===== src/logic/chip_ctrl_pkg.sv =====
package chip_ctrl_pkg;

  ////////////////////////////////////////////////////
  // Tag frame format
  ////////////////////////////////////////////////////

  localparam int tag_id_width_lp      = 3;
  localparam int tag_num_clients_lp   = 6;
  localparam int tag_payload_width_lp = 8;

  // Start bit, then id msb first, then payload msb first
  localparam int tag_frame_bits_lp    = 1 + tag_id_width_lp + tag_payload_width_lp;
  localparam int tag_count_width_lp   = $clog2(tag_frame_bits_lp);

  localparam int ds_width_lp  = 7;
  localparam int did_width_lp = 7;

  ////////////////////////////////////////////////////
  // Client ids
  ////////////////////////////////////////////////////

  localparam logic [tag_id_width_lp-1:0] tag_id_ds_bp_lp     = 3'd0;
  localparam logic [tag_id_width_lp-1:0] tag_id_ds_io_lp     = 3'd1;
  localparam logic [tag_id_width_lp-1:0] tag_id_ds_router_lp = 3'd2;
  localparam logic [tag_id_width_lp-1:0] tag_id_core_lp      = 3'd3;
  localparam logic [tag_id_width_lp-1:0] tag_id_host_lp      = 3'd4;
  localparam logic [tag_id_width_lp-1:0] tag_id_router_lp    = 3'd5;

  // One payload word, read as a downsampler setting or as a node setting
  typedef union packed
  {
    struct packed
    {
      logic                   reset;
      logic [ds_width_lp-1:0] val;
    } ds;
    struct packed
    {
      logic                    reset;
      logic [did_width_lp-1:0] did;
    } node;
  } tag_payload_u;

endpackage


===== src/logic/tag_master.sv =====
`timescale 1ns/100ps

module tag_master
  (input  logic                                     clk_i
  ,input  logic                                     reset_i
  ,input  logic                                     tag_data_i
  ,input  logic                                     tag_en_i
  ,output logic                                     wr_v_o
  ,output logic [chip_ctrl_pkg::tag_id_width_lp-1:0] wr_id_o
  ,output chip_ctrl_pkg::tag_payload_u              wr_payload_o
  );

  import chip_ctrl_pkg::*;

  logic                          data_li;
  logic                          busy_r;
  logic [tag_count_width_lp-1:0] count_r;
  logic [tag_frame_bits_lp-2:0]  shift_r;
  logic                          wr_v_r;
  logic                          last_bit;

  // Data pin only counts while enabled
  assign data_li = tag_en_i & tag_data_i;

  // Final payload bit is being sampled this cycle
  assign last_bit = busy_r
                    && (count_r == tag_count_width_lp'(tag_frame_bits_lp - 2));

  ////////////////////////////////////////////////////
  // Frame control
  ////////////////////////////////////////////////////

  always_ff @(posedge clk_i)
  begin
    if (reset_i)
    begin
      busy_r  <= 1'b0;
      count_r <= '0;
      wr_v_r  <= 1'b0;
    end
    else
    begin
      wr_v_r <= last_bit;
      if (!busy_r)
      begin
        // A one while idle is a start bit
        busy_r  <= data_li;
        count_r <= '0;
      end
      else
      begin
        busy_r  <= !last_bit;
        count_r <= count_r + 1'b1;
      end
    end
  end

  ////////////////////////////////////////////////////
  // Frame capture
  ////////////////////////////////////////////////////

  always_ff @(posedge clk_i)
  begin
    if (busy_r)
      shift_r <= {shift_r[tag_frame_bits_lp-3:0], data_li};
  end

  assign wr_v_o       = wr_v_r;
  assign wr_id_o      = shift_r[tag_frame_bits_lp-2 -: tag_id_width_lp];
  assign wr_payload_o = shift_r[tag_payload_width_lp-1:0];

  // Frames are at least a start bit plus id and payload long
  wr_single_pulse_a:
    assert property (@(posedge clk_i) disable iff (reset_i)
                     wr_v_o |=> !wr_v_o)
    else $error("tag_master: write pulse held for two cycles");

endmodule


===== src/logic/tag_client_bank.sv =====
`timescale 1ns/100ps

module tag_client_bank
  (input  logic                                     clk_i
  ,input  logic                                     reset_i
  ,input  logic                                     wr_v_i
  ,input  logic [chip_ctrl_pkg::tag_id_width_lp-1:0] wr_id_i
  ,input  chip_ctrl_pkg::tag_payload_u              wr_payload_i
  ,output chip_ctrl_pkg::tag_payload_u              ds_bp_o
  ,output chip_ctrl_pkg::tag_payload_u              ds_io_o
  ,output chip_ctrl_pkg::tag_payload_u              ds_router_o
  ,output chip_ctrl_pkg::tag_payload_u              core_o
  ,output chip_ctrl_pkg::tag_payload_u              host_o
  ,output chip_ctrl_pkg::tag_payload_u              router_o
  );

  import chip_ctrl_pkg::*;

  tag_payload_u [tag_num_clients_lp-1:0] regs_r;

  ////////////////////////////////////////////////////
  // Client registers
  ////////////////////////////////////////////////////

  // Ids past the last client match no register
  always_ff @(posedge clk_i)
  begin
    if (reset_i)
    begin
      regs_r <= '0;
    end
    else if (wr_v_i)
    begin
      for (int i = 0; i < tag_num_clients_lp; i++)
      begin
        if (wr_id_i == tag_id_width_lp'(i))
          regs_r[i] <= wr_payload_i;
      end
    end
  end

  assign ds_bp_o     = regs_r[tag_id_ds_bp_lp];
  assign ds_io_o     = regs_r[tag_id_ds_io_lp];
  assign ds_router_o = regs_r[tag_id_ds_router_lp];
  assign core_o      = regs_r[tag_id_core_lp];
  assign host_o      = regs_r[tag_id_host_lp];
  assign router_o    = regs_r[tag_id_router_lp];

  // Settings only move on a write from the master
  regs_stable_a:
    assert property (@(posedge clk_i) disable iff (reset_i)
                     !wr_v_i |=> $stable(regs_r))
    else $error("tag_client_bank: client register changed without a write");

endmodule


===== src/logic/clk_downsampler.sv =====
`timescale 1ns/100ps

module clk_downsampler
  (input  logic                        clk_i
  ,input  logic                        reset_i
  ,input  chip_ctrl_pkg::tag_payload_u cfg_i
  ,output logic                        clk_o
  );

  import chip_ctrl_pkg::*;

  logic [ds_width_lp-1:0] count_r;
  logic [ds_width_lp-1:0] val_r;
  logic                   clk_r;
  logic                   hold;
  logic                   toggle;

  assign hold   = reset_i | cfg_i.ds.reset;
  assign toggle = (count_r == val_r);

  ////////////////////////////////////////////////////
  // Divider
  ////////////////////////////////////////////////////

  always_ff @(posedge clk_i)
  begin
    if (hold)
    begin
      count_r <= '0;
      clk_r   <= 1'b0;
      // Pick up the latest divide value so release starts with it
      val_r   <= reset_i ? '0 : cfg_i.ds.val;
    end
    else if (toggle)
    begin
      count_r <= '0;
      clk_r   <= ~clk_r;
      val_r   <= cfg_i.ds.val;
    end
    else
    begin
      count_r <= count_r + 1'b1;
    end
  end

  assign clk_o = clk_r;

  // Endpoint held in reset keeps its clock parked low
  cfg_reset_low_a:
    assert property (@(posedge clk_i) disable iff (reset_i)
                     cfg_i.ds.reset |=> !clk_o)
    else $error("clk_downsampler: clock running while endpoint in reset");

endmodule


===== src/logic/chip_ctrl.sv =====
`timescale 1ns/100ps

module chip_ctrl
  (input  logic                                  clk_i
  ,input  logic                                  reset_i
  ,input  logic                                  tag_data_i
  ,input  logic                                  tag_en_i
  ,input  logic [1:0]                            sel_i
  ,output logic                                  clk_o
  ,output logic                                  core_reset_o
  ,output logic                                  host_reset_o
  ,output logic                                  router_reset_o
  ,output logic [chip_ctrl_pkg::did_width_lp-1:0] core_did_o
  ,output logic [chip_ctrl_pkg::did_width_lp-1:0] host_did_o
  ,output logic [chip_ctrl_pkg::did_width_lp-1:0] router_did_o
  );

  import chip_ctrl_pkg::*;

  ////////////////////////////////////////////////////
  // Tag master and client bank
  ////////////////////////////////////////////////////

  logic                       wr_v_lo;
  logic [tag_id_width_lp-1:0] wr_id_lo;
  tag_payload_u               wr_payload_lo;

  tag_payload_u ds_bp_lo;
  tag_payload_u ds_io_lo;
  tag_payload_u ds_router_lo;
  tag_payload_u core_lo;
  tag_payload_u host_lo;
  tag_payload_u router_lo;

  tag_master master
    (.clk_i       ( clk_i )
    ,.reset_i     ( reset_i )
    ,.tag_data_i  ( tag_data_i )
    ,.tag_en_i    ( tag_en_i )
    ,.wr_v_o      ( wr_v_lo )
    ,.wr_id_o     ( wr_id_lo )
    ,.wr_payload_o( wr_payload_lo )
    );

  tag_client_bank bank
    (.clk_i       ( clk_i )
    ,.reset_i     ( reset_i )
    ,.wr_v_i      ( wr_v_lo )
    ,.wr_id_i     ( wr_id_lo )
    ,.wr_payload_i( wr_payload_lo )
    ,.ds_bp_o     ( ds_bp_lo )
    ,.ds_io_o     ( ds_io_lo )
    ,.ds_router_o ( ds_router_lo )
    ,.core_o      ( core_lo )
    ,.host_o      ( host_lo )
    ,.router_o    ( router_lo )
    );

  // Node settings go straight to the pins
  assign core_reset_o   = core_lo.node.reset;
  assign core_did_o     = core_lo.node.did;
  assign host_reset_o   = host_lo.node.reset;
  assign host_did_o     = host_lo.node.did;
  assign router_reset_o = router_lo.node.reset;
  assign router_did_o   = router_lo.node.did;

  ////////////////////////////////////////////////////
  // Endpoint clocks
  ////////////////////////////////////////////////////

  logic bp_clk_lo;
  logic io_master_clk_lo;
  logic router_clk_lo;

  clk_downsampler ds_bp
    (.clk_i  ( clk_i )
    ,.reset_i( reset_i )
    ,.cfg_i  ( ds_bp_lo )
    ,.clk_o  ( bp_clk_lo )
    );

  clk_downsampler ds_io
    (.clk_i  ( clk_i )
    ,.reset_i( reset_i )
    ,.cfg_i  ( ds_io_lo )
    ,.clk_o  ( io_master_clk_lo )
    );

  clk_downsampler ds_router
    (.clk_i  ( clk_i )
    ,.reset_i( reset_i )
    ,.cfg_i  ( ds_router_lo )
    ,.clk_o  ( router_clk_lo )
    );

  // Last leg of the clock out select is tied off
  always_comb
  begin
    case (sel_i)
      2'd0:    clk_o = router_clk_lo;
      2'd1:    clk_o = io_master_clk_lo;
      2'd2:    clk_o = bp_clk_lo;
      default: clk_o = 1'b0;
    endcase
  end

endmodule


===== config.mk =====
export PLATFORM = sky130hd
export DESIGN_NAME = chip_ctrl
export DESIGN_NICKNAME = d
export VERILOG_FILES = /design/src/logic/chip_ctrl_pkg.sv /design/src/logic/tag_master.sv /design/src/logic/tag_client_bank.sv /design/src/logic/clk_downsampler.sv /design/src/logic/chip_ctrl.sv
export SDC_FILE = /design/constraint.sdc
export NUM_CORES = 1
export LEC_CHECK = 0
export ABC_AREA = 1
export ABC_CLOCK_PERIOD_IN_PS = 2080
export BUFFER_PORTS_ARGS = -buffer_cell sky130_fd_sc_hd__buf_4
export CAP_MARGIN = 20
export CORE_MARGIN = 2
export CORE_UTILIZATION = 59
export CTS_CLUSTER_DIAMETER = 40
export DETAILED_ROUTE_END_ITERATION = 10
export PLACE_DENSITY = 0.86
export SLEW_MARGIN = 20
export SYNTH_ARGS = -nofsm -noshare
export SYNTH_HDL_FRONTEND = slang
export SYNTH_SLANG_ARGS = --single-unit

===== constraint.sdc =====
create_clock -name clk_i -period 2.08 [get_ports clk_i]
set_clock_uncertainty 0.15 [all_clocks]
set_input_delay 0.208 -clock clk_i [delete_from_list [all_inputs] [get_ports clk_i]]
set_output_delay 0.208 -clock clk_i [all_outputs]
set_load 0.1 [all_outputs]

==> flow_summary.json, run 1 <==
{
  "status": "finished, final reports clean",
  "firstDrtPassIters": 5,
  "drc": 0,
  "crit_path_cell_trace": "xnor2_1 -> nand2_1 -> nor2_1 -> nand2_1 -> nand2_1",
  "slew_viol_final": 0,
  "drtIter0Drc": 136,
  "dp_hpwl_um": 5200,
  "drive_above_1_share_pct": 12.3,
  "rrSetupSlack_ps": 280,
  "n_fill_cell": 517,
  "cts.repair.resized": 0,
  "yosysMostFrequentCell": "nand2_1",
  "ir_drop_v": 0.000532,
  "crit_path_frequent_cell": "nand2_1",
  "critPathSlowestCell": "edfxtp_1",
  "core_area_um2": 7180,
  "cts_made_buffers": 9,
  "post-cts-setup-buffers": 0,
  "clock_sinks": 110,
  "relSlewSlack_pct": 66.1,
  "routabilityCongestion": 0.790,
  "crit_path_start_kind": "flop",
  "final_nets": 535,
  "finalSetupViolations": 0,
  "cts_tree": "done",
  "async_reset_ff_share_pct": 0,
  "critPathCaptureType": "flop",
  "start_util_pct": 60.5,
  "first_global_vias": 3002,
  "ios": 31,
  "io_buffers": 30,
  "clock_latency_ps": 380,
  "synth_cell_types": 23,
  "multi_input_area_um2": 1510,
  "via_per_inst": 5.04,
  "netlist_instances": 489,
  "worstHoldStart": "reset_i",
  "slowest_delay_ps": 400,
  "die-width_um": 89.7,
  "die-area_um2": 8050,
  "via_count": 3162,
  "dieHeight_um": 89.7,
  "drt.antenna.violating_nets": 0,
  "syn2layout_area_growth_pct": 12.0,
  "syn_avg_cell_area_um2": 8.87,
  "syn_nets": 500,
  "hold_path_depth": 2,
  "clock.fmax_ghz": 0.557,
  "finalCritPeriodShare_pct": 86.4,
  "rsz0062_at_grt": "no",
  "ys_ff_latch": 110,
  "cp_top_family": "simple AND/OR/NAND/NOR gates",
  "synth_common_cells": "104 x nand2_1, 81 x nor2_1, 78 x dfxtp_1",
  "postRouteWirelength_um": 7610,
  "diodes": 0,
  "yosysWarnings": 0,
  "track_usage_pct": 19.9,
  "synthFlopType": "dfxtp_1",
  "fin_crit_ps": 1800,
  "wire_per_inst_um": 12.1,
  "seq_area_um2": 2520,
  "clockBufferDepth": 2,
  "worstHoldEndpoint": "bank.ds_bp_o[7]",
  "critPathArrivalTime_ps": 1660,
  "final.setup.tns_ps": 0,
  "htree_levels": 3,
  "rows": 31,
  "synth_edf_count": 32,
  "power_density_nw_per_um2": 774,
  "grt_antenna_before_repair": 0,
  "grt_pass1_wl_um": 13100,
  "synth_area_um2": 4340,
  "leakagePower_nw": 1.88,
  "hold_viol_final": 0,
  "synth.top_cell.area_share_pct": 36.0,
  "cap_violations": 0,
  "tightest_slew_ps": 507,
  "yosysSeqAreaShare_pct": 58.1,
  "r2r-end": "ds_router.val_r[3]",
  "synth_area_leaders": "dfxtp_1 36%, edfxtp_1 22%, nand2_1 9.0%",
  "cts.root.buffer_cell": "clkbuf_8",
  "clk_pin_slew_ps": 110,
  "r2r-start": "ds_router.val_r[4]",
  "crit_fanout": 14,
  "critPathRequiredTime_ps": 1950,
  "grt_max_degree": 29,
  "synth_top_area_cell": "dfxtp_1",
  "r2r_cells": 5,
  "gr-total-overflow": 0,
  "hp-class": "input port to flop",
  "critPathKind": "flop to flop",
  "hold_ws_ps": 42.6,
  "crit_buf_inv": 0
}
## power by group
part | total, mW | internal, mW | switching, mW
Sequential | 2.32 | 2.26 | 0.0587
Combinational | 0.189 | 0.0685 | 0.120
Clock | 1.25 | 0.477 | 0.778
## routing by layer
metal  vias up  track usage, %  routed length [um]  share of wire, %
met1      1453            24.9                3390                45
met5         -               0                   0                 0
met2        85            33.4                3710                49
met4         0            8.33                  84               1.1
met3         6            4.78                 431               5.7
li1       1618               -                   -                 -
## cells by family (layout without fill, tap and decap cells)
kind of cell | Yosys count | count (layout) | share of synthesized area (%)
AND/OR/NAND/NOR | 216 | 216 | 20.2
flip-flops | 110 | 110 | 58.1
buffers and inverters | 75 | 115 | 7.01
AO/OA/AOI/OAI | 57 | 57 | 7.90
XOR/XNOR | 26 | 26 | 5.25
adder cells (fa/ha/maj) | 5 | 5 | 1.44
## state kept, by name (all words and copies together), names as in the netlist, 4 cells and up
signal and flops:
master.shift_r 11, bank.core_o 8, ds_bp.count_r 7, bank.ds_router_o 8
bank.ds_bp_o 8, bank.host_o 8, bank.ds_io_o 8, ds_router.count_r 7
ds_router.val_r 7, ds_bp.val_r 7, master.count_r 4, bank.router_o 8
ds_io.val_r 7, ds_io.count_r 7
## cells in the final DEF (no fill, tap or decap), types with 4 or more instances in the layout
cell type / synthesis / layout
nand2_1: 104 / 104
nor2_1: 81 / 81
dfxtp_1: 78 / 78
inv_1: 60 / 60
buf_4: 0 / 33
a21oi_1: 32 / 32
edfxtp_1: 32 / 32
a211oi_1: 22 / 22
xnor2_1: 13 / 13
xor2_1: 13 / 13
nand3_1: 12 / 12
clkbuf_8: 0 / 9
nand2_2: 6 / 6
nor3_1: 6 / 6
ha_1: 5 / 5
inv_2: 4 / 4
## what timing repair did
action                                 in CTS  in global routing
setup endpoints to repair                   0                  0
endpoints found under the hold margin       2                  0
hold buffers                                2                  0
## per-stage QoR
stage | setup slack (ps) | power (mW) | utilization [%] | cell area (um^2) | cells
floorplan | 2.63 | 2.49 | - | 4340 | 489
global placement | 392 | 2.54 | 64.7 | 4650 | 610
detailed placement | 307 | 2.55 | 64.7 | 4650 | 610
CTS | 294 | 3.79 | 67.7 | 4860 | 628
global route | 75.5 | 3.91 | 67.7 | 4860 | 628
finish | 284 | 3.76 | 67.7 | 4860 | 628
## layout make-up
cell class              count  share of cell area, %
inverters                  64                   4.94
clock inverters             7                   1.42
flip-flops and latches    110                   51.9
repair buffers             35                   5.51
clock buffers               9                   2.55
multi-input cells         304                   31.1
well taps                  99                   2.55
## how the worst max path moves through the flow
stage | start | endpoint | slack [ps] | cells past startpoint
floorplan | ds_io.clk_o | clk_o | 3 | 2
detailed placement | ds_router.val_r[4] | ds_router.val_r[1] | 310 | 5
CTS | ds_router.val_r[4] | ds_router.val_r[0] | 290 | 5
global placement | ds_router.val_r[5] | ds_router.val_r[5] | 390 | 5
global route | ds_router.count_r[1] | ds_router.val_r[5] | 80 | 8
finish | ds_router.val_r[4] | ds_router.val_r[3] | 280 | 5
No activity file was read; power rests on OpenSTA's default activity.
==> inputs of run 2 (changes only) <==
--- a/config.mk
+++ b/config.mk
@@ -9,7 +9,7 @@
 export ABC_CLOCK_PERIOD_IN_PS = 2080
 export BUFFER_PORTS_ARGS = -buffer_cell sky130_fd_sc_hd__buf_4
 export CAP_MARGIN = 20
-export CORE_MARGIN = 2
+export CORE_MARGIN = 4
 export CORE_UTILIZATION = 59
 export CTS_CLUSTER_DIAMETER = 40
 export DETAILED_ROUTE_END_ITERATION = 10
==> flow_summary.json, run 2 (same netlist as run 1, synthesis figures left out) <==
{
  "track_usage_pct": 19.3,
  "r2r-start": "ds_router.val_r[5]",
  "grt_max_degree": 42,
  "via_per_inst": 5.09,
  "dieHeight_um": 93.7,
  "critPathKind": "flop to flop",
  "clk_pin_slew_ps": 110,
  "cts_tree": "done",
  "crit_path_start_kind": "flop",
  "rows": 30,
  "clock_sinks": 110,
  "clockBufferDepth": 2,
  "die-width_um": 93.7,
  "status": "finished, final reports clean",
  "drt-met1-wl_um": 3550,
  "finalCritPeriodShare_pct": 84.7,
  "wl_met2_um": 3810,
  "worstHoldStart": "reset_i",
  "finalSetupViolations": 0,
  "crit_path_cell_trace": "xnor2_1 -> nand2_1 -> nor2_1 -> nand2_1 -> nand2_1",
  "startpoint": "ds_router.val_r[5]",
  "final_nets": 534,
  "final_util_pct": 69.5,
  "ios": 31,
  "tightest_slew_ps": 486,
  "grt_pass1_wl_um": 13400,
  "critPathSlowestCell": "edfxtp_1",
  "first_global_vias": 2936,
  "syn2layout_area_growth_pct": 11.9,
  "highest_layer": "met4",
  "postRouteWirelength_um": 7920,
  "power_density_nw_per_um2": 776,
  "cts_made_buffers": 9,
  "start_util_pct": 62.1,
  "drc": 0,
  "drtIter0Drc": 133,
  "hp-class": "input port to flop",
  "routabilityCongestion": 0.777,
  "mostFrequentLayoutCells": "104 x nand2_1, 81 x nor2_1, 78 x dfxtp_1",
  "hold_viol_final": 0,
  "cap_violations": 0,
  "htree_levels": 3,
  "core_area_um2": 6980,
  "die-area_um2": 8790,
  "final.setup.tns_ps": 0,
  "fin_crit_ps": 1760,
  "io_buffers": 30,
  "crit_path_frequent_cell": "nand2_1",
  "clock.fmax_ghz": 0.568,
  "critPathArrivalTime_ps": 1630,
  "leakagePower_nw": 1.88,
  "wl_met3_um": 396,
  "diodes": 0,
  "drt.antenna.violating_nets": 0,
  "n_fill_cell": 526,
  "critPathRequiredTime_ps": 1950,
  "wire_per_inst_um": 12.7,
  "cts.root.buffer_cell": "clkbuf_8",
  "grt_antenna_before_repair": 0,
  "via_count": 3176,
  "post-cts-setup-buffers": 0,
  "slew_viol_final": 0,
  "largest_register_ffs": 11,
  "dp_hpwl_um": 5380,
  "slowest_delay_ps": 410,
  "final_common_cell": "nand2_1",
  "drive_above_1_share_pct": 12.1,
  "crit_fanout": 14,
  "rsz0062_at_grt": "no",
  "clock_latency_ps": 370,
  "critPathCaptureType": "flop",
  "cts.repair.resized": 0,
  "gr-total-overflow": 0,
  "firstDrtPassIters": 4,
  "relSlewSlack_pct": 67.5,
  "ir_drop_v": 0.000520,
  "top_register": "master.shift_r"
}
## run 2: per-layer routing
layer,up-vias,global-route usage [%]
met4,0,7.94
li1,1616,-
met3,13,5.05
met5,-,0
met2,74,31.2
met1,1473,24.5
## run 2: critical path: cells and delay by family (launching register included)
family,cells,cell delay (ps)
flip-flops,1,410
XOR/XNOR,1,180
AND/OR/NAND/NOR,4,680
## run 2: cell type report
type	count	area [um^2]	area share (%)
Multi-Input combinational cell	304	1510	31.1
Tap cell	96	120	2.47
Timing Repair Buffer	34	260	5.36
Clock buffer	9	124	2.55
Sequential cell	110	2520	52.0
Inverter	64	240	4.95
Clock inverter	7	75.1	1.55
## run 2: power breakdown
group	internal (mW)	switching (mW)
combinational	0.0672	0.121
clock	0.478	0.782
sequential	2.26	0.0599
## run 2: per-stage QoR
step                instances  setup WS (ps)  total power, mW  cell area, um^2  hold WS (ps)
floorplan                 489           2.63             2.49             4340           224
global placement          606            383             2.54             4630           292
detailed placement        606            327             2.55             4630           304
CTS                       624            307             3.79             4850          96.6
global route              624            131             3.92             4850           125
finish                    624            318             3.77             4850           120
## run 2: what timing repair did
item | 4_1_cts | 5_1_grt
endpoints found under the hold margin | 2 | 0
setup endpoints to repair | 0 | 0
hold buffers | 2 | 0
## run 2: worst paths after layout
path / to / slack, ps / depth (start not counted)
worst max-delay path: ds_router.val_r[2] / 320 / 5
worst min-delay path: bank.router_o[4] / 120 / 2
worst min register to register: bank.ds_router_o[7] / 320 / 2
worst max register to register: ds_router.val_r[2] / 320 / 5
